## src/source/ttc_pkg.sv

```systemverilog
/* Shared definitions for the timer: register map, host bus and strobe structs,
   counter control layout and event layout. Referenced by scoped names only. */

package ttc_pkg;

  // --------------------
  // Register map
  // --------------------
  typedef enum logic [3:0] {
    ADDR_CLK_CTRL    = 4'd0,  // Prescaler enable and exponent
    ADDR_CNTR_CTRL   = 4'd1,  // Counter control word
    ADDR_INTERVAL    = 4'd2,
    ADDR_MATCH_1     = 4'd3,
    ADDR_MATCH_2     = 4'd4,
    ADDR_MATCH_3     = 4'd5,
    ADDR_COUNT_VAL   = 4'd6,  // Read only
    ADDR_INTR_STATUS = 4'd7,  // Read only, clear-on-read
    ADDR_INTR_ENABLE = 4'd8
  } reg_addr_e;

  // --------------------
  // Host bus
  // --------------------
  typedef struct packed {
    logic        write;  // 1 = write, 0 = read
    logic [3:0]  addr;   // Word address, may lie outside the map
    logic [15:0] wdata;
  } bus_req_t;

  typedef struct packed {
    logic [15:0] rdata;
    logic        err;    // Unmapped address or write to read-only
  } bus_rsp_t;

  // Write strobes, one-hot, valid on the acceptance cycle
  typedef struct packed {
    logic        clk_ctrl;
    logic        cntr_ctrl;
    logic        interval;
    logic        match_1;
    logic        match_2;
    logic        match_3;
    logic        intr_enable;
    logic [15:0] data;       // Shared write data
  } reg_wr_t;

  // --------------------
  // Counter control word
  // --------------------
  localparam int CNTR_CTRL_W = 7;

  typedef struct packed {
    logic wave_pol;       // Bit 6, stored only
    logic wave_n_en;      // Bit 5, stored only
    logic restart;        // Bit 4, self clearing
    logic match_mode;     // Bit 3
    logic decrement;      // Bit 2
    logic interval_mode;  // Bit 1, else full 16-bit range
    logic cnt_disable;    // Bit 0, high stops counting
  } cntr_ctrl_t;

  localparam cntr_ctrl_t CNTR_CTRL_RESET = cntr_ctrl_t'(7'b000_0001);  // Disabled

  // CLK_CTRL field positions
  localparam int CLK_EN_BIT = 0;
  localparam int CLK_N_LSB  = 1;  // Exponent N starts here

  // Event pulses; also the low bits of status and enable
  typedef struct packed {
    logic [2:0] match;     // Bits 4:2, match 3..1
    logic       overflow;  // Bit 1
    logic       interval;  // Bit 0
  } cnt_event_t;

  localparam int PRESCALE_W_DEF = 4;

endpackage
```

## src/source/ttc_timer_top.sv

```systemverilog
/* Timer top level. Joins the register decode, prescaler, counter and
   interrupt status blocks; the host sees one request/response port. */
`timescale 1ns/10ps

module ttc_timer_top #(
  parameter int PRESCALE_W = ttc_pkg::PRESCALE_W_DEF
) (
  input  logic              pclk14,
  input  logic              n_p_reset14,
  input  logic              req_valid,
  output logic              req_ready,
  input  ttc_pkg::bus_req_t req,
  output logic              rsp_valid,
  input  logic              rsp_ready,
  output ttc_pkg::bus_rsp_t rsp,
  output logic              irq
);

  ttc_pkg::reg_wr_t    wr;
  logic                status_rd;
  logic                count_en;
  logic [15:0]         clk_ctrl;
  ttc_pkg::cntr_ctrl_t cntr_ctrl;
  logic [15:0]         interval;
  logic [15:0]         match_1;
  logic [15:0]         match_2;
  logic [15:0]         match_3;
  logic [15:0]         count_val;
  ttc_pkg::cnt_event_t events;
  ttc_pkg::cnt_event_t status;
  ttc_pkg::cnt_event_t enable;

  // --------------------
  // Decode
  // --------------------
  ttc_reg_decode decode_i (
    .pclk14, .n_p_reset14,
    .req_valid, .req_ready, .req,
    .rsp_valid, .rsp_ready, .rsp,
    .wr, .status_rd,
    .clk_ctrl, .cntr_ctrl, .interval,
    .match_1, .match_2, .match_3,
    .count_val, .status, .enable
  );

  // --------------------
  // Execute
  // --------------------
  ttc_prescaler #(.PRESCALE_W(PRESCALE_W)) prescaler_i (
    .pclk14, .n_p_reset14, .wr,
    .clk_ctrl, .count_en
  );

  ttc_counter_lite counter_i (
    .pclk14, .n_p_reset14, .wr, .count_en,
    .cntr_ctrl, .interval, .match_1, .match_2, .match_3,
    .count_val, .events
  );

  // Result
  ttc_intr_status status_i (
    .pclk14, .n_p_reset14, .wr, .events, .status_rd,
    .status, .enable, .irq
  );

endmodule

```

## src/source/ttc_intr_status.sv

```systemverilog
/* Sticky event status with clear-on-read, the interrupt enable mask and the
   registered interrupt line. */
`timescale 1ns/10ps

module ttc_intr_status (
  input  logic                pclk14,
  input  logic                n_p_reset14,
  input  ttc_pkg::reg_wr_t    wr,
  input  ttc_pkg::cnt_event_t events,     // Counter pulses
  input  logic                status_rd,  // Host read of INTR_STATUS
  output ttc_pkg::cnt_event_t status,
  output ttc_pkg::cnt_event_t enable,
  output logic                irq
);

  ttc_pkg::cnt_event_t status_nxt;
  logic                irq_nxt;

  // --------------------
  // Status
  // --------------------
  // Read clears, but a same-cycle event wins
  assign status_nxt = (status_rd ? ttc_pkg::cnt_event_t'('0) : status) | events;

  always_ff @(posedge pclk14 or negedge n_p_reset14)
  begin
    if (!n_p_reset14)
      status <= '0;
    else
      status <= status_nxt;
  end

  // Enable mask, low 5 bits of the write data
  always_ff @(posedge pclk14 or negedge n_p_reset14)
  begin
    if (!n_p_reset14)
      enable <= '0;
    else if (wr.intr_enable)
      enable <= ttc_pkg::cnt_event_t'(wr.data[4:0]);
  end

  // --------------------
  // Interrupt line
  // --------------------
  assign irq_nxt = |(status & enable);

  always_ff @(posedge pclk14 or negedge n_p_reset14)
  begin
    if (!n_p_reset14)
      irq <= 1'b0;
    else
      irq <= irq_nxt;  // One cycle behind status
  end

  // irq has an enabled, pending bit behind it, except just after a clear or mask change
  a_irq_cause: assert property (
    @(posedge pclk14) disable iff (!n_p_reset14)
    irq |-> (|(status & enable)) || $past(status_rd) || $past(wr.intr_enable));

endmodule

```

## src/source/ttc_counter_lite.sv

```systemverilog
/* One counter channel with control, interval and three match registers.
   Counts up or down on count_en, over the full range or a programmed
   interval, and raises interval, overflow and match event pulses. */
`timescale 1ns/10ps

module ttc_counter_lite (
  input  logic                pclk14,
  input  logic                n_p_reset14,
  input  ttc_pkg::reg_wr_t    wr,
  input  logic                count_en,     // From the prescaler
  output ttc_pkg::cntr_ctrl_t cntr_ctrl,
  output logic [15:0]         interval,
  output logic [15:0]         match_1,
  output logic [15:0]         match_2,
  output logic [15:0]         match_3,
  output logic [15:0]         count_val,
  output ttc_pkg::cnt_event_t events
);

  logic        counting;      // First enabled count seen since restart
  logic        restart_pend;  // Restart consumed last cycle
  logic        active;        // Events allowed
  logic [15:0] wrap_top;      // Upper end of the count range

  // --------------------
  // Register writes
  // --------------------
  always_ff @(posedge pclk14 or negedge n_p_reset14)
  begin
    if (!n_p_reset14)
    begin
      cntr_ctrl <= ttc_pkg::CNTR_CTRL_RESET;
      interval  <= '0;
      match_1   <= '0;
      match_2   <= '0;
      match_3   <= '0;
    end
    else
    begin
      if (wr.cntr_ctrl)
        cntr_ctrl <= ttc_pkg::cntr_ctrl_t'(wr.data[ttc_pkg::CNTR_CTRL_W-1:0]);
      else if (restart_pend)
        cntr_ctrl.restart <= 1'b0;  // Self clear after use
      if (wr.interval)
        interval <= wr.data;
      if (wr.match_1)
        match_1 <= wr.data;
      if (wr.match_2)
        match_2 <= wr.data;
      if (wr.match_3)
        match_3 <= wr.data;
    end
  end

  assign wrap_top = cntr_ctrl.interval_mode ? interval : 16'hFFFF;

  // --------------------
  // Counter
  // --------------------
  always_ff @(posedge pclk14 or negedge n_p_reset14)
  begin
    if (!n_p_reset14)
    begin
      count_val    <= '0;
      counting     <= 1'b0;
      restart_pend <= 1'b0;
    end
    else
    begin
      restart_pend <= count_en & cntr_ctrl.restart;  // One cycle only
      if (count_en)
      begin
        if (cntr_ctrl.restart)
        begin
          // Down counts start from the top of the range
          count_val <= cntr_ctrl.decrement ? wrap_top : 16'h0000;
          counting  <= 1'b0;
        end
        else if (!cntr_ctrl.cnt_disable)
        begin
          if (cntr_ctrl.decrement)
          begin
            if (count_val == 16'h0000)
              count_val <= wrap_top;      // Interval assumed static
            else
              count_val <= count_val - 16'h0001;
          end
          else
          begin
            if (count_val == wrap_top)
              count_val <= 16'h0000;
            else
              count_val <= count_val + 16'h0001;
          end
          counting <= 1'b1;
        end
      end
    end
  end

  // --------------------
  // Events
  // --------------------
  assign active = counting & ~cntr_ctrl.restart & ~cntr_ctrl.cnt_disable;

  assign events.interval = active & cntr_ctrl.interval_mode & (count_val == 16'h0000);
  assign events.overflow = active & ~cntr_ctrl.interval_mode & (count_val == 16'h0000);
  assign events.match[0] = active & cntr_ctrl.match_mode & (count_val == match_1);
  assign events.match[1] = active & cntr_ctrl.match_mode & (count_val == match_2);
  assign events.match[2] = active & cntr_ctrl.match_mode & (count_val == match_3);

  // Stays inside the interval once inside, while nothing is rewritten
  a_in_interval: assert property (
    @(posedge pclk14) disable iff (!n_p_reset14)
    (count_en && cntr_ctrl.interval_mode && !cntr_ctrl.cnt_disable && !cntr_ctrl.restart
     && (count_val <= interval) && !wr.interval && !wr.cntr_ctrl)
    |=> (count_val <= interval));

  // Restart is gone two cycles after the count_en that used it
  a_restart_clears: assert property (
    @(posedge pclk14) disable iff (!n_p_reset14)
    (count_en && cntr_ctrl.restart && !wr.cntr_ctrl) ##1 !wr.cntr_ctrl
    |=> !cntr_ctrl.restart);

endmodule

```

## src/source/ttc_prescaler.sv

```systemverilog
/* Clock-control register and count-enable generator. count_en pulses once
   every 2^N cycles while enabled; N is the exponent field of CLK_CTRL. */
`timescale 1ns/10ps

module ttc_prescaler #(
  parameter int PRESCALE_W = 4  // Exponent field width
) (
  input  logic             pclk14,
  input  logic             n_p_reset14,
  input  ttc_pkg::reg_wr_t wr,
  output logic [15:0]      clk_ctrl,   // Read-back
  output logic             count_en
);

  localparam int DIV_W = (1 << PRESCALE_W) - 1;  // Enough bits for the largest N

  logic [PRESCALE_W:0]   clk_ctrl_q;  // Exponent over enable
  logic [PRESCALE_W-1:0] exp_n;
  logic [DIV_W-1:0]      div_q;       // Free-running divider
  logic [DIV_W-1:0]      div_mask;    // Low N bits set

  always_ff @(posedge pclk14 or negedge n_p_reset14)
  begin
    if (!n_p_reset14)
      clk_ctrl_q <= '0;
    else if (wr.clk_ctrl)
      clk_ctrl_q <= wr.data[PRESCALE_W:0];
  end

  assign clk_ctrl = 16'(clk_ctrl_q);  // Upper bits read as 0
  assign exp_n    = clk_ctrl_q[ttc_pkg::CLK_N_LSB +: PRESCALE_W];

  // Divider restarts from 0 on every CLK_CTRL write
  always_ff @(posedge pclk14 or negedge n_p_reset14)
  begin
    if (!n_p_reset14)
      div_q <= '0;
    else if (wr.clk_ctrl)
      div_q <= '0;
    else
      div_q <= div_q + 1'b1;
  end

  // --------------------
  // Enable pulse
  // --------------------
  assign div_mask = ~({DIV_W{1'b1}} << exp_n);  // N = 0 gives an empty mask

  // Pulse when the low N bits wrap; every cycle for N = 0
  assign count_en = clk_ctrl_q[ttc_pkg::CLK_EN_BIT] & ((div_q & div_mask) == div_mask);

endmodule

```

## src/source/ttc_reg_decode.sv

```systemverilog
/* Host side of the timer. Runs the valid/ready handshake, decodes the word
   address into write strobes and returns read data one cycle after acceptance. */
`timescale 1ns/10ps

module ttc_reg_decode (
  input  logic                pclk14,
  input  logic                n_p_reset14,
  // Request channel
  input  logic                req_valid,
  output logic                req_ready,
  input  ttc_pkg::bus_req_t   req,
  // Response channel
  output logic                rsp_valid,
  input  logic                rsp_ready,
  output ttc_pkg::bus_rsp_t   rsp,
  // To the register owners
  output ttc_pkg::reg_wr_t    wr,
  output logic                status_rd,
  // Register values for read-back
  input  logic [15:0]         clk_ctrl,
  input  ttc_pkg::cntr_ctrl_t cntr_ctrl,
  input  logic [15:0]         interval,
  input  logic [15:0]         match_1,
  input  logic [15:0]         match_2,
  input  logic [15:0]         match_3,
  input  logic [15:0]         count_val,
  input  ttc_pkg::cnt_event_t status,
  input  ttc_pkg::cnt_event_t enable
);

  logic              accept;     // Request transfers this cycle
  logic              in_map;     // Address decodes to a register
  logic              read_only;  // COUNT_VAL or INTR_STATUS
  logic              bad_acc;    // Response carries err
  logic              wr_ok;      // Accepted write that lands
  logic [15:0]       rd_data;
  ttc_pkg::bus_rsp_t rsp_q;

  // One transaction in flight at most
  assign req_ready = ~rsp_valid;
  assign accept    = req_valid & req_ready;

  // --------------------
  // Address decode
  // --------------------
  always_comb
  begin
    rd_data   = '0;
    in_map    = 1'b1;
    read_only = 1'b0;
    case (req.addr)
      ttc_pkg::ADDR_CLK_CTRL:    rd_data = clk_ctrl;
      ttc_pkg::ADDR_CNTR_CTRL:   rd_data = 16'(cntr_ctrl);
      ttc_pkg::ADDR_INTERVAL:    rd_data = interval;
      ttc_pkg::ADDR_MATCH_1:     rd_data = match_1;
      ttc_pkg::ADDR_MATCH_2:     rd_data = match_2;
      ttc_pkg::ADDR_MATCH_3:     rd_data = match_3;
      ttc_pkg::ADDR_COUNT_VAL:
      begin
        rd_data   = count_val;
        read_only = 1'b1;
      end
      ttc_pkg::ADDR_INTR_STATUS:
      begin
        rd_data   = 16'(status);  // Pre-clear value
        read_only = 1'b1;
      end
      ttc_pkg::ADDR_INTR_ENABLE: rd_data = 16'(enable);
      default:                   in_map  = 1'b0;  // rdata stays 0
    endcase
  end

  assign bad_acc = ~in_map | (req.write & read_only);
  assign wr_ok   = accept & req.write & ~bad_acc;

  // Write strobes, single cycle
  always_comb
  begin
    wr             = '0;
    wr.data        = req.wdata;
    wr.clk_ctrl    = wr_ok & (req.addr == ttc_pkg::ADDR_CLK_CTRL);
    wr.cntr_ctrl   = wr_ok & (req.addr == ttc_pkg::ADDR_CNTR_CTRL);
    wr.interval    = wr_ok & (req.addr == ttc_pkg::ADDR_INTERVAL);
    wr.match_1     = wr_ok & (req.addr == ttc_pkg::ADDR_MATCH_1);
    wr.match_2     = wr_ok & (req.addr == ttc_pkg::ADDR_MATCH_2);
    wr.match_3     = wr_ok & (req.addr == ttc_pkg::ADDR_MATCH_3);
    wr.intr_enable = wr_ok & (req.addr == ttc_pkg::ADDR_INTR_ENABLE);
  end

  assign status_rd = accept & ~req.write & (req.addr == ttc_pkg::ADDR_INTR_STATUS);

  // --------------------
  // Response register
  // --------------------
  always_ff @(posedge pclk14 or negedge n_p_reset14)
  begin
    if (!n_p_reset14)
      rsp_valid <= 1'b0;
    else if (accept)
      rsp_valid <= 1'b1;
    else if (rsp_ready)
      rsp_valid <= 1'b0;  // Host took it
  end

  always_ff @(posedge pclk14)
  begin
    if (accept)
    begin
      rsp_q.rdata <= (req.write | bad_acc) ? 16'h0000 : rd_data;  // Writes return 0
      rsp_q.err   <= bad_acc;
    end
  end

  assign rsp = rsp_q;

  // Held response must not move under back-pressure
  a_rsp_stable: assert property (
    @(posedge pclk14) disable iff (!n_p_reset14)
    (rsp_valid && !rsp_ready) |=> $stable(rsp));

endmodule

```

## config.mk

```make
export PLATFORM = sky130hd
export DESIGN_NAME = ttc_timer_top
export DESIGN_NICKNAME = d
export VERILOG_FILES = /design/src/source/ttc_pkg.sv /design/src/source/ttc_timer_top.sv /design/src/source/ttc_intr_status.sv /design/src/source/ttc_counter_lite.sv /design/src/source/ttc_prescaler.sv /design/src/source/ttc_reg_decode.sv
export SDC_FILE = /design/constraint.sdc
export NUM_CORES = 1
export LEC_CHECK = 0
export BUFFER_PORTS_ARGS = -buffer_cell sky130_fd_sc_hd__buf_2
export CORE_ASPECT_RATIO = 0.6
export CORE_MARGIN = 2
export CORE_UTILIZATION = 65
export CTS_CLUSTER_SIZE = 40
export DETAILED_ROUTE_END_ITERATION = 8
export MAX_ROUTING_LAYER = met4
export PLACE_DENSITY_LB_ADDON = 0.08
export SLEW_MARGIN = 20
export SYNTH_ARGS = -nofsm -noshare
export SYNTH_HDL_FRONTEND = slang
export SYNTH_HIERARCHICAL = 1
export SYNTH_SLANG_ARGS = --single-unit
```

## constraint.sdc

```tcl
create_clock -name pclk14 -period 6.4 [get_ports pclk14]
set_input_delay 1.6 -clock pclk14 [delete_from_list [all_inputs] [get_ports pclk14]]
set_output_delay 1.6 -clock pclk14 [all_outputs]
set_load 0.02 [all_outputs]
```

==> results of run 1 <==
-- cells in the mapped netlist (8+ instances only) --
library cell  count  area (µm²)
dfrtp_1         120        3000
mux2_2           75         845
nor2_1           59         221
nand2_1          58         218
xnor2_1          52         455
buf_4            29         218
a21oi_1          28         140
a22o_1           26         228
clkbuf_1         26        97.6
nand3_1          25         125
o21ai_0          24         120
xor2_1           24         210
inv_1            20        75.1
nor4_1           19         119
buf_2            18        90.1
edfxtp_1         17         510
nor3_1           17        85.1
nand4_1          15        93.8
a222oi_1         11         110
buf_1            11        41.3
mux2i_1          11         110
nor2b_1           9        56.3
o211ai_1          9        67.6
or3_1             9        56.3
a21o_1            8        60.1
-- state kept, by name, indices dropped and copies added, names as in the netlist, 7 cells and up --
signal	flops
counter_i/interval	16
counter_i/match_2	16
counter_i/count_val	16
decode_i/rsp	17
counter_i/match_3	16
counter_i/match_1	16
prescaler_i/div_q	15
counter_i/cntr_ctrl	7
-- per-layer routing --
metal | routed length (µm) | track usage [%] | vias up
li1 | - | - | 3228
met1 | 11600 | 57.1 | 3640
met2 | 11000 | 52.8 | 543
met3 | 3070 | 6.88 | 67
met4 | 492 | 10.5 | 0
met5 | 0 | - | -
-- per-stage QoR --
| stage | hold WS [ns] | instances | setup slack [ns] | util, % |
|---|---|---|---|---|
| 6_report | 0.444 | 1062 | 2.94 | 70.4 |
| 5_1_grt | 0.462 | 1062 | 2.84 | 70.4 |
| 4_1_cts | 0.448 | 1062 | 3.00 | 70.3 |
| 3_5_place_dp | 0.434 | 1030 | 2.56 | 65.9 |
| 3_3_place_gp | 0.427 | 1030 | 2.39 | 65.8 |
| 2_1_floorplan | 0.411 | 896 | 2.87 | - |
-- cell type report --
class / instances / area share [%]
Multi-Input combinational cell: 644 / 50.3
Sequential cell: 138 / 37.3
Clock buffer: 19 / 4.56
Timing Repair Buffer: 51 / 2.94
Tap cell: 175 / 2.30
Clock inverter: 13 / 1.78
Inverter: 22 / 0.869
-- power groups by stage --
| stage | combinational [mW] | sequential (mW) | clock (mW) |
|---|---|---|---|
| CTS | 0.980 | 1.50 | 1.03 |
| floorplan | 0.959 | 1.23 | 0 |
| global placement | 0.942 | 1.50 | 0 |
| detailed placement | 0.963 | 1.51 | 0 |
| finish | 0.999 | 1.52 | 1.02 |
| global route | 1.09 | 1.55 | 1.07 |
-- worst max path at each step --
stage | startpoint | end | slack [ns]
floorplan | req_valid | counter_i/interval[10] | 2.87
global placement | req_valid | counter_i/match_2[12] | 2.39
detailed placement | req_valid | counter_i/cntr_ctrl[6] | 2.56
CTS | req_valid | counter_i/cntr_ctrl[6] | 3.00
global route | req[18] | counter_i/match_3[5] | 2.84
finish | req[18] | counter_i/match_2[15] | 2.94
-- cells by family after synthesis --
| family | count (synthesis) | share of synthesized area (%) |
|---|---|---|
| AO/OA/AOI/OAI | 182 | 15.1 |
| adder cells (fa/ha/maj) | 4 | 0.564 |
| flip-flops | 138 | 39.9 |
| other | 1 | 0.0422 |
| buffers and inverters | 114 | 6.91 |
| XOR/XNOR | 76 | 7.50 |
| multiplexers | 101 | 13.3 |
| AND/OR/NAND/NOR | 270 | 16.7 |
-- cell usage in the layout, fill, tap and decap left out, types with 8 or more instances in the layout --
master / count
nor4_1: 19
nor2_1: 59
nand4_1: 15
buf_2: 43
conb_1: 11
or3_1: 9
a22o_1: 26
mux2i_1: 11
a222oi_1: 11
a21o_1: 8
a21oi_1: 28
o21ai_0: 24
xor2_1: 24
mux2_2: 75
o211ai_1: 9
nand3_1: 25
inv_1: 20
nor2b_1: 9
dfrtp_1: 120
edfxtp_1: 17
nand2_1: 58
nor3_1: 15
xnor2_1: 52
clkbuf_16: 17
==> results.tsv, run 1 <==
stage	metric	value	unit
sta	Slew @ Worst Pin	1.02	ns
yosys	Post-Syn Area	0.00888	mm²
min_path	WHS Path Cells	1	
final_layout	Area Growth Syn to Fin	7.02	%
critical_path	Critical-path top delay cell	nor3_4	
floorplan	Die X	155	µm
global_routing	vias in the first global route	6955	
critical_path	Worst R2R Start	counter_i/cntr_ctrl[1]	
critical_path	Buffers & Inverters on Critical Path	1	
yosys	Synth async-reset ratio	87.7	%
sta	crit path time final	3.46	ns
clock_tree	clk buf depth	2	
place	# port buffers	44	
power_and_ir_drop	Net Switching	1.39	mW
final_layout	area occupied by multi-input gates	0.00478	mm²
clock_tree	H-tree depth	4	
global_routing	GR Overflow Total	0	
min_path	hold endpoint	counter_i/cntr_ctrl[4]	
yosys	Post-synth EDFFs	17	
place	DP Area	0.00890	mm²
critical_path	reg-to-reg endpoint	counter_i/count_val[1]	
yosys	Avg Inst Size Synth	10.0	µm²
route	DRC viols	0	
final_layout	# nets final	903	
final_layout	fillcell total	999	
power_and_ir_drop	sw frac	39.3	%
route	DR pass1 iterations	8	
power_and_ir_drop	Tot Pwr	3.54	mW
final_layout	Layout Cell Area excl Fill	0.00950	mm²
sta	RSZ-0062 raised after global routing	false	
floorplan	die area	0.0146	mm²
place	hpwl dp	17.8	mm
critical_path	Crit path arrival time	3.76	ns
clock_tree	number of buffers inserted by hold repair at cts	0	
yosys	Yosys reg bits	138	
critical_path	Crit Path Max Fanout	37	
min_path	worst min path class	flip-flop to flip-flop	
outcome	status	complete, no violations	
critical_path	startpoint types	input port	
floorplan	Initial Util	65.8	%
route	DRT Wirelength	26.1	mm
power_and_ir_drop	Internal Power	2.15	mW
floorplan	FP Rows	33	
floorplan	I/O pins	45	
power_and_ir_drop	Seq pwr share	43.0	%
floorplan	CORE AREA	0.0135	mm²
global_routing	antenna violations before repair	0	
floorplan	die height	94.5	µm
sta	endpoints failing setup	0	
final_layout	Ant. Diodes	0	
place	Final GP Congestion	0.971	
power_and_ir_drop	Leak Pwr	3.94	nW
final_layout	register area	0.00354	mm²
critical_path	critical path capture point type	flip-flop	
route	DR vias	7478	
critical_path	CP Cell Sequence	buf_2 > nand4b_1 > nor3_4 > mux2_2	
route	vias per inst	7.04	
clock_tree	number of post-CTS setup repair buffers	0	
route	routed length per instance	24.6	µm
critical_path	Reg2Reg Setup Slack	3.13	ns
min_path	hold wc startpoint	counter_i/restart_pend	
sta	final hold viol count	0	
power_and_ir_drop	Logic pwr share	28.2	%
clock_tree	CTS Root Buffer Type	clkbuf_16	
critical_path	Max stage delay on crit path	0.73	ns
clock_tree	CTS tree	done	
clock_tree	Worst-Skew Late Latency	0.43	ns
power_and_ir_drop	peak supply drop	0.221	mV
yosys	Synthesis Warnings	6	
sta	Final Slew Violations	0	
sta	Final period util	54.1	%
route	DRT iter0 DRCs	1108	
route	post-route antenna net violation count	0	
flow_run	max-cap violations	0	
power_and_ir_drop	clock share of power	28.8	%
sta	Slew headroom	31.5	%
critical_path	R2R depth	6	
sta	Final TNS setup	0	ns
critical_path	CP Depth	4	
yosys	synth unique cells	84	
clock_tree	TritonCTS buffer count	17	
final_layout	layout cell share with drive strength beyond 1	21.6	%
clock_tree	Worst-path clk slew	0.06	ns
power_and_ir_drop	pwr/cell area	373	mW/mm²
global_routing	maximum number of pins on one net before global-route repair	77	
clock_tree	CTS-repair resized insts	0	
global_routing	GRT Total Usage	38.1	%
critical_path	CP top delay family	simple AND/OR/NAND/NOR gates	
yosys	post-synthesis sequential area ratio	39.9	%
critical_path	CP required	6.69	ns
sta	top achievable clock speed	289	MHz
clock_tree	CTS sink cnt	138	
critical_path	kind of critical path	input port to flip-flop	
global_routing	global-route wire length before repair	41.0	mm
sta	Worst Skew	0.0176	ns
yosys	Gate Count Post-Synth	886	
yosys	top_reg_cell synth	dfrtp_1	
(Power assumes the default switching activity.)
==> inputs of run 2 (changes only) <==
--- a/config.mk
+++ b/config.mk
@@ -5,10 +5,11 @@
 export SDC_FILE = /design/constraint.sdc
 export NUM_CORES = 1
 export LEC_CHECK = 0
+export ABC_AREA = 1
 export BUFFER_PORTS_ARGS = -buffer_cell sky130_fd_sc_hd__buf_2
 export CORE_ASPECT_RATIO = 0.6
 export CORE_MARGIN = 2
-export CORE_UTILIZATION = 65
+export CORE_UTILIZATION = 63
 export CTS_CLUSTER_SIZE = 40
 export DETAILED_ROUTE_END_ITERATION = 8
 export MAX_ROUTING_LAYER = met4
==> constraint.sdc (replaced) <==
create_clock -name pclk14 -period 3.44 [get_ports pclk14]
set_input_delay 0.86 -clock pclk14 [delete_from_list [all_inputs] [get_ports pclk14]]
set_output_delay 0.86 -clock pclk14 [all_outputs]
set_load 0.02 [all_outputs]
==> run 2 against run 1 <==
Effect of this change: flip-flop and latch count is the same; clock skew down 0.0036 ns; critical path depth increased by 7; routed wire length is 16% higher; synthesized area is 5.6% higher; via count is 25% higher; clock power is 76% higher; sequential share of layout area decreased by 2.1 points; critical endpoint is now counter_i/count_val[9]; largest cell class unchanged.
==> results.tsv, run 2 <==
stage	metric	value	unit	change
power_and_ir_drop	Leak Pwr	5.12	nW	+30%
power_and_ir_drop	Internal Power	3.27	mW	+52%
yosys	post-synth top area cell	dfrtp_1		
final_layout	layout cell share with drive strength beyond 1	12.5	%	-9.1 points
yosys	Gate Count Post-Synth	1352		+53%
sta	Slew headroom	45.9	%	+14 points
floorplan	die height	98.5	µm	+4.2%
sta	RSZ-0062 raised after global routing	false		
sta	Final Slew Violations	0		unchanged
route	DR vias	9369		+25%
route	DRC viols	0		unchanged
yosys	Synthesis Warnings	6		unchanged
floorplan	die area	0.0159	mm²	+8.7%
power_and_ir_drop	Seq pwr share	43.2	%	+0.2 points
place	Final GP Congestion	1.04		+7.0%
global_routing	antenna violations before repair	0		unchanged
sta	top achievable clock speed	396	MHz	
clock_tree	Worst-path clk slew	0.07	ns	about the same
clock_tree	Worst-Skew Late Latency	0.42	ns	about the same
clock_tree	CTS sink cnt	138		unchanged
final_layout	# nets final	1391		+54%
sta	Final TNS setup	0	ns	unchanged
critical_path	CP required	3.74	ns	-2.95 ns
min_path	worst min path class	input port to async pin		
yosys	most common cell in the netlist	nand2_1		
route	DRT Wirelength	30.4	mm	+16%
clock_tree	CTS-repair resized insts	0		unchanged
critical_path	critical path capture point type	flip-flop		
floorplan	FP Rows	34		+3.0%
sta	Final period util	73.4	%	
sta	crit path time final	2.52	ns	
yosys	Post-Syn Area	0.00938	mm²	+5.6%
power_and_ir_drop	Net Switching	1.72	mW	+24%
power_and_ir_drop	Logic pwr share	20.8	%	-7.4 points
critical_path	startpoint types	flip-flop		
yosys	top cells by count, synth	nand2_1 (400), nand3_1 (154), inv_1 (151)		
place	# port buffers	44		unchanged
power_and_ir_drop	sw frac	34.5	%	-4.8 points
sta	final hold viol count	0		unchanged
global_routing	vias in the first global route	8375		+20%
power_and_ir_drop	pwr/cell area	495	mW/mm²	+33%
global_routing	GRT Total Usage	41.0	%	+2.9 points
clock_tree	H-tree depth	4		unchanged
yosys	Synth async-reset ratio	87.7	%	unchanged
final_layout	area occupied by multi-input gates	0.00467	mm²	-2.3%
route	DR pass1 iterations	6		-2
global_routing	GR Layer Usage met2	51.7	%	-1.1 points
route	DRT iter0 DRCs	1456		+31%
clock_tree	TritonCTS buffer count	17		unchanged
sta	Slew @ Worst Pin	0.805	ns	-0.218 ns
clock_tree	CTS tree	done		
floorplan	Initial Util	64.6	%	-1.1 points
power_and_ir_drop	peak supply drop	0.425	mV	+92%
yosys	top_reg_cell synth	dfrtp_1		
floorplan	CORE AREA	0.0145	mm²	+7.4%
final_layout	commonest non-fill, non-tap cells in the layout	nand2_1 (400), nand3_1 (154), inv_1 (151)		
critical_path	kind of critical path	flip-flop to flip-flop		
critical_path	Crit Path Max Fanout	14		-62%
clock_tree	clk buf depth	2		unchanged
place	hpwl dp	22.7	mm	+27%
route	post-route antenna net violation count	0		unchanged
yosys	Yosys reg bits	138		unchanged
sta	endpoints failing setup	0		unchanged
critical_path	Crit path arrival time	2.83	ns	-0.93 ns
yosys	Avg Inst Size Synth	6.94	µm²	-31%
floorplan	I/O pins	45		unchanged
global_routing	maximum number of pins on one net before global-route repair	46		-40%
final_layout	Layout Cell Area excl Fill	0.0101	mm²	+6.1%
final_layout	max reg flops	17		unchanged
global_routing	global-route wire length before repair	47.8	mm	+17%
flow_run	max-cap violations	0		unchanged
final_layout	Area Growth Syn to Fin	7.53	%	
yosys	synth unique cells	45		-46%
place	DP Area	0.00951	mm²	+6.9%
sta	Worst Skew	0.0140	ns	-0.00361 ns
yosys	share of the synthesized area in the top cell type	32.0	%	-1.8 points
route	vias per inst	5.96		-15%
yosys	Post-synth EDFFs	17		unchanged
floorplan	Die X	161	µm	+4.3%
global_routing	most crowded layer after global routing	met1		
clock_tree	number of buffers inserted by hold repair at cts	0		unchanged
yosys	post-synthesis sequential area ratio	37.8	%	-2.1 points
outcome	status	complete, no violations		
final_layout	fillcell total	1285		+29%
global_routing	met1 Track Usage GR	61.3	%	+4.2 points
yosys	synth top area cells	dfrtp_1 (32%), nand2_1 (16%), nand3_1 (8.2%)		
global_routing	GR Overflow Total	0		unchanged
final_layout	Ant. Diodes	0		unchanged
clock_tree	CTS Root Buffer Type	clkbuf_16		
global_routing	M3 GR Usage	13.9	%	+7.0 points
clock_tree	number of post-CTS setup repair buffers	0		unchanged
route	routed length per instance	19.3	µm	-22%
final_layout	register area	0.00354	mm²	unchanged
final_layout	commonest non-fill, non-tap cell in the layout	nand2_1		
final_layout	fin util	69.5	%	-0.87 points
power_and_ir_drop	clock share of power	36.0	%	+7.2 points
## run 2: cell count changes after synthesis, moves of 10 or more
cell	before	now
nand2_1	58	400
inv_1	20	151
nand3_1	25	154
mux2_2	75	15
nor2_1	59	119
o21ai_0	24	84
xnor2_1	52	4
a22o_1	26	0
nor2_2	0	16
o22ai_1	5	21
nor4_1	19	5
a222oi_1	11	0
mux2i_1	11	0
buf_1	11	1
## run 2: logic make-up after synthesis
kind of cell	synth area share, %
AO/OA/AOI/OAI	10.5
XOR/XNOR	1.87
adder cells (fa/ha/maj)	0.534
buffers and inverters	12.9
flip-flops	37.8
multiplexers	1.80
other	0.0400
AND/OR/NAND/NOR	34.6
## run 2: area by class of cell
cell class / instances / area share (%)
clock buffer: 20 / 4.54
timing repair buffer: 73 / 4.49
inverter: 159 / 5.92
multi-input combinational: 973 / 46.3
sequential: 138 / 35.1
tap: 198 / 2.46
clock inverter: 12 / 1.14
## run 2: worst paths after layout
kind / from / end / slack [ns] / cells past startpoint
max: counter_i/count_val[3] / counter_i/count_val[9] / 0.92 / 11
min: n_p_reset14 / prescaler_i/div_q[8] / 0.37 / 1
max reg2reg: counter_i/count_val[3] / counter_i/count_val[9] / 0.92 / 11
min reg2reg: counter_i/restart_pend / counter_i/cntr_ctrl[4] / 0.47 / 1
max in group asynchronous: n_p_reset14 / counter_i/cntr_ctrl[0] / 2.34 / 2
min in group pclk14: counter_i/restart_pend / counter_i/cntr_ctrl[4] / 0.47 / 1
## run 2: power groups by stage
| stage | clock network [mW] | registers, mW | logic [mW] |
|---|---|---|---|
| after detailed placement | 0 | 2.17 | 1.00 |
| final | 1.80 | 2.15 | 1.04 |
| after CTS | 1.80 | 2.14 | 1.01 |
| after global routing | 1.88 | 2.18 | 1.16 |
| after floorplan | 0 | 2.09 | 0.753 |
| after global placement | 0 | 2.16 | 0.977 |
## run 2: layer usage
layer	share of wire [%]	vias to the layer above
met1	43	4290
met3	17	84
li1	-	4348
met2	37	647
met4	3.0	0
met5	0	-
## run 2: worst max-delay path, cell delays in order (launching register included)
cell,delay [ns]
dfrtp_1,0.77
inv_1,0.37
nand2_1,0.15
nand2_1,0.06
nor2_1,0.21
nand2_1,0.08
nor2_1,0.11
nand2_2,0.24
nand3_1,0.15
nand2_1,0.11
nand2_1,0.07
a21oi_1,0.07
## run 2: through the flow
| stage | worst slack (ns) | hold slack [ns] | std cells | total power, mW |
|---|---|---|---|---|
| 2_1_floorplan | 0.919 | 0.409 | 1362 | 2.84 |
| 4_1_cts | 1.05 | 0.372 | 1573 | 4.95 |
| 6_report | 0.916 | 0.365 | 1573 | 4.99 |
| 3_5_place_dp | 0.661 | 0.463 | 1541 | 3.17 |
| 5_1_grt | 0.778 | 0.391 | 1573 | 5.22 |
| 3_3_place_gp | 0.759 | 0.461 | 1541 | 3.14 |
==> inputs of run 3 (changes only) <==
==> constraint.sdc (replaced) <==
create_clock -name pclk14 -period 2.55 [get_ports pclk14]
set_input_delay 0.6375 -clock pclk14 [delete_from_list [all_inputs] [get_ports pclk14]]
set_output_delay 0.6375 -clock pclk14 [all_outputs]
set_load 0.02 [all_outputs]
==> run 3 against run 2 <==
Effect of this change: fmax up 6.1%; sequential share of layout area down 0.70 points; critical path type unchanged; register-to-register slack worse by 0.75 ns; critical path depth up 2; core utilization up 1.4 points; first-iteration DRC count down 7.6%; count of clock-buffer cells in the layout down 3; hold slack worse by 0.28 ns; largest power group unchanged; clock power up 33%; via count up 0.75%.
==> results.tsv, run 3 (synthesis results as in run 2) <==
stage	metric	value	unit	change
sta	Final period util	93.3	%	+20 points
floorplan	Initial Util	64.6	%	unchanged
power_and_ir_drop	Leak Pwr	5.24	nW	+2.3%
final_layout	commonest non-fill, non-tap cells in the layout	nand2_1 (400), nand3_1 (154), inv_1 (151)		
final_layout	max reg flops	17		unchanged
clock_tree	CTS tree	done		
critical_path	Critical-path top delay cell	dfrtp_2		
final_layout	layout cell share with drive strength beyond 1	14.0	%	+1.5 points
sta	Final Slew Violations	0		unchanged
sta	Worst Skew	0.0220	ns	+0.00795 ns
critical_path	Max stage delay on crit path	0.50	ns	-0.27 ns
route	post-route antenna net violation count	0		unchanged
critical_path	CP required	2.87	ns	-0.87 ns
sta	RSZ-0062 raised after global routing	false		
sta	Final TNS setup	0	ns	unchanged
sta	top achievable clock speed	420	MHz	+6.1%
power_and_ir_drop	Internal Power	4.29	mW	+31%
place	Final GP Congestion	1.04		-0.30%
critical_path	Crit Path Max Fanout	18		+4
sta	crit path time final	2.38	ns	-0.144 ns
final_layout	Area Growth Syn to Fin	9.75	%	
sta	final hold viol count	0		unchanged
floorplan	FP Rows	34		unchanged
sta	PnR worst setup slack	0.170	ns	-0.746 ns
power_and_ir_drop	clock share of power	35.4	%	-0.6 points
global_routing	global-route wire length before repair	49.0	mm	+2.5%
critical_path	CP top delay family	simple AND/OR/NAND/NOR gates		
power_and_ir_drop	Logic pwr share	21.4	%	+0.6 points
power_and_ir_drop	sw frac	36.3	%	+1.8 points
global_routing	vias in the first global route	8660		+3.4%
place	hpwl dp	23.3	mm	+2.5%
sta	Slew @ Worst Pin	0.784	ns	-0.0220 ns
route	vias per inst	5.92		-0.64%
floorplan	die area	0.0159	mm²	unchanged
power_and_ir_drop	peak supply drop	0.540	mV	+27%
global_routing	GRT Total Usage	41.9	%	+0.90 points
place	# port buffers	44		unchanged
clock_tree	CTS sink cnt	138		unchanged
critical_path	critical path capture point type	flip-flop		
floorplan	Die X	161	µm	unchanged
global_routing	GR Overflow Total	0		unchanged
final_layout	# nets final	1412		+1.5%
global_routing	maximum number of pins on one net before global-route repair	54		+17%
outcome	status	complete, no violations		
place	pre-CTS WS	0.145	ns	-0.515 ns
floorplan	die height	98.5	µm	unchanged
power_and_ir_drop	Net Switching	2.44	mW	+42%
critical_path	most used cell, CP	nand2_1		
route	DRC viols	0		unchanged
critical_path	kind of critical path	flip-flop to flip-flop		
clock_tree	CTS Root Buffer Type	clkbuf_16		
critical_path	startpoint types	flip-flop		
critical_path	CP Cell Sequence	buf_4 > nand2_1 > inv_1 > nand2_1 > nand2_1 > nor2_1 > nand2_1 > nor2_2 > nand2_2 > nand3_1 > nand2_1 > nand2_1 > a21oi_1		
sta	Slew headroom	47.7	%	+1.8 points
sta	endpoints failing setup	0		unchanged
route	DRT iter0 DRCs	1346		-7.6%
route	DR vias	9439		+0.75%
power_and_ir_drop	pwr/cell area	655	mW/mm²	+32%
global_routing	antenna violations before repair	1		+1
route	DR pass1 iterations	6		unchanged
clock_tree	TritonCTS buffer count	17		unchanged
critical_path	Crit path arrival time	2.70	ns	-0.13 ns
route	routed length per instance	19.5	µm	+1.0%
clock_tree	H-tree depth	4		unchanged
clock_tree	clk buf depth	2		unchanged
flow_run	max-cap violations	0		unchanged
sta	WHS	0.0840	ns	-0.281 ns
clock_tree	Worst-path clk slew	0.07	ns	about the same
floorplan	I/O pins	45		unchanged
critical_path	Buffers & Inverters on Critical Path	2		+1
final_layout	commonest non-fill, non-tap cell in the layout	nand2_1		
floorplan	CORE AREA	0.0145	mm²	unchanged
clock_tree	Worst-Skew Late Latency	0.43	ns	about the same
min_path	worst min path class	input port to async pin		
power_and_ir_drop	Seq pwr share	43.1	%	about the same
route	DRT Wirelength	31.1	mm	+2.4%
## run 3: cell count changes in the layout (fill, tap and decap cells not counted), moves of 2 or more
cell      before  now
inv_6          3    6
buf_12         1    6
buf_4         29   45
clkbuf_1       2    0
inv_8          0    2
## run 3: worst reg2reg max path, cell delays in order (launching register included)
cell	delay, ns
dfrtp_2	0.50
buf_4	0.24
nand2_1	0.14
inv_1	0.12
nand2_1	0.08
nand2_1	0.05
nor2_1	0.24
nand2_1	0.11
nor2_2	0.14
nand2_2	0.26
nand3_1	0.16
nand2_1	0.10
nand2_1	0.09
a21oi_1	0.07
## run 3: power groups by stage
stage	registers (mW)	clock network [mW]	logic, mW
after floorplan	2.82	0	1.02
after global placement	2.92	0	1.35
after detailed placement	2.92	0	1.39
after CTS	2.88	2.39	1.39
after global routing	2.94	2.49	1.60
final	2.91	2.39	1.44
## run 3: path summary, 6_finish.rpt
kind	start	slack, ns	cells past startpoint	to
setup / recovery	counter_i/cntr_ctrl[1]	0.17	13	counter_i/count_val[9]
hold reg to reg	counter_i/restart_pend	0.46	1	counter_i/cntr_ctrl[4]
setup reg to reg	counter_i/cntr_ctrl[1]	0.17	13	counter_i/count_val[9]
hold / removal	n_p_reset14	0.08	1	prescaler_i/div_q[11]
min in group pclk14	rsp_ready	0.40	2	decode_i/rsp_valid
max in group asynchronous	n_p_reset14	1.81	2	counter_i/cntr_ctrl[0]
## run 3: repair_timing
item	in CTS	in global routing
buffers inserted	0	0
endpoints found under the hold margin	0	0
setup endpoints to repair	0	2
hold buffers	0	0
resized for setup	0	1
## run 3: stage by stage
step / cells / utilization (%) / total power [mW] / cell area (µm²)
2_1_floorplan: 1362 / - / 3.83 / 9410
3_3_place_gp: 1562 / 67.1 / 4.27 / 9730
3_5_place_dp: 1562 / 67.1 / 4.31 / 9730
4_1_cts: 1594 / 70.9 / 6.67 / 10300
5_1_grt: 1595 / 70.9 / 7.03 / 10300
6_report: 1595 / 70.9 / 6.74 / 10300
## run 3: routing by layer
| layer | vias to the layer above | GRT usage (%) | wire [µm] | part of all wire (%) |
|---|---|---|---|---|
| met4 | 0 | 9.96 | 739 | 2.4 |
| met2 | 707 | 52.4 | 11400 | 37 |
| met5 | - | - | 0 | 0 |
| met3 | 79 | 18.2 | 5360 | 17 |
| met1 | 4271 | 61.4 | 13600 | 44 |
| li1 | 4382 | - | - | - |
## run 3: cell type report
class / instances / area, µm²
Antenna cell: 1 / 2.50
Clock buffer: 17 / 425
Clock inverter: 15 / 133
Fill cell: 1249 / 4220
Inverter: 159 / 597
Multi-Input combinational cell: 973 / 4670
Sequential cell: 138 / 3540
Tap cell: 198 / 248
Timing Repair Buffer: 94 / 673
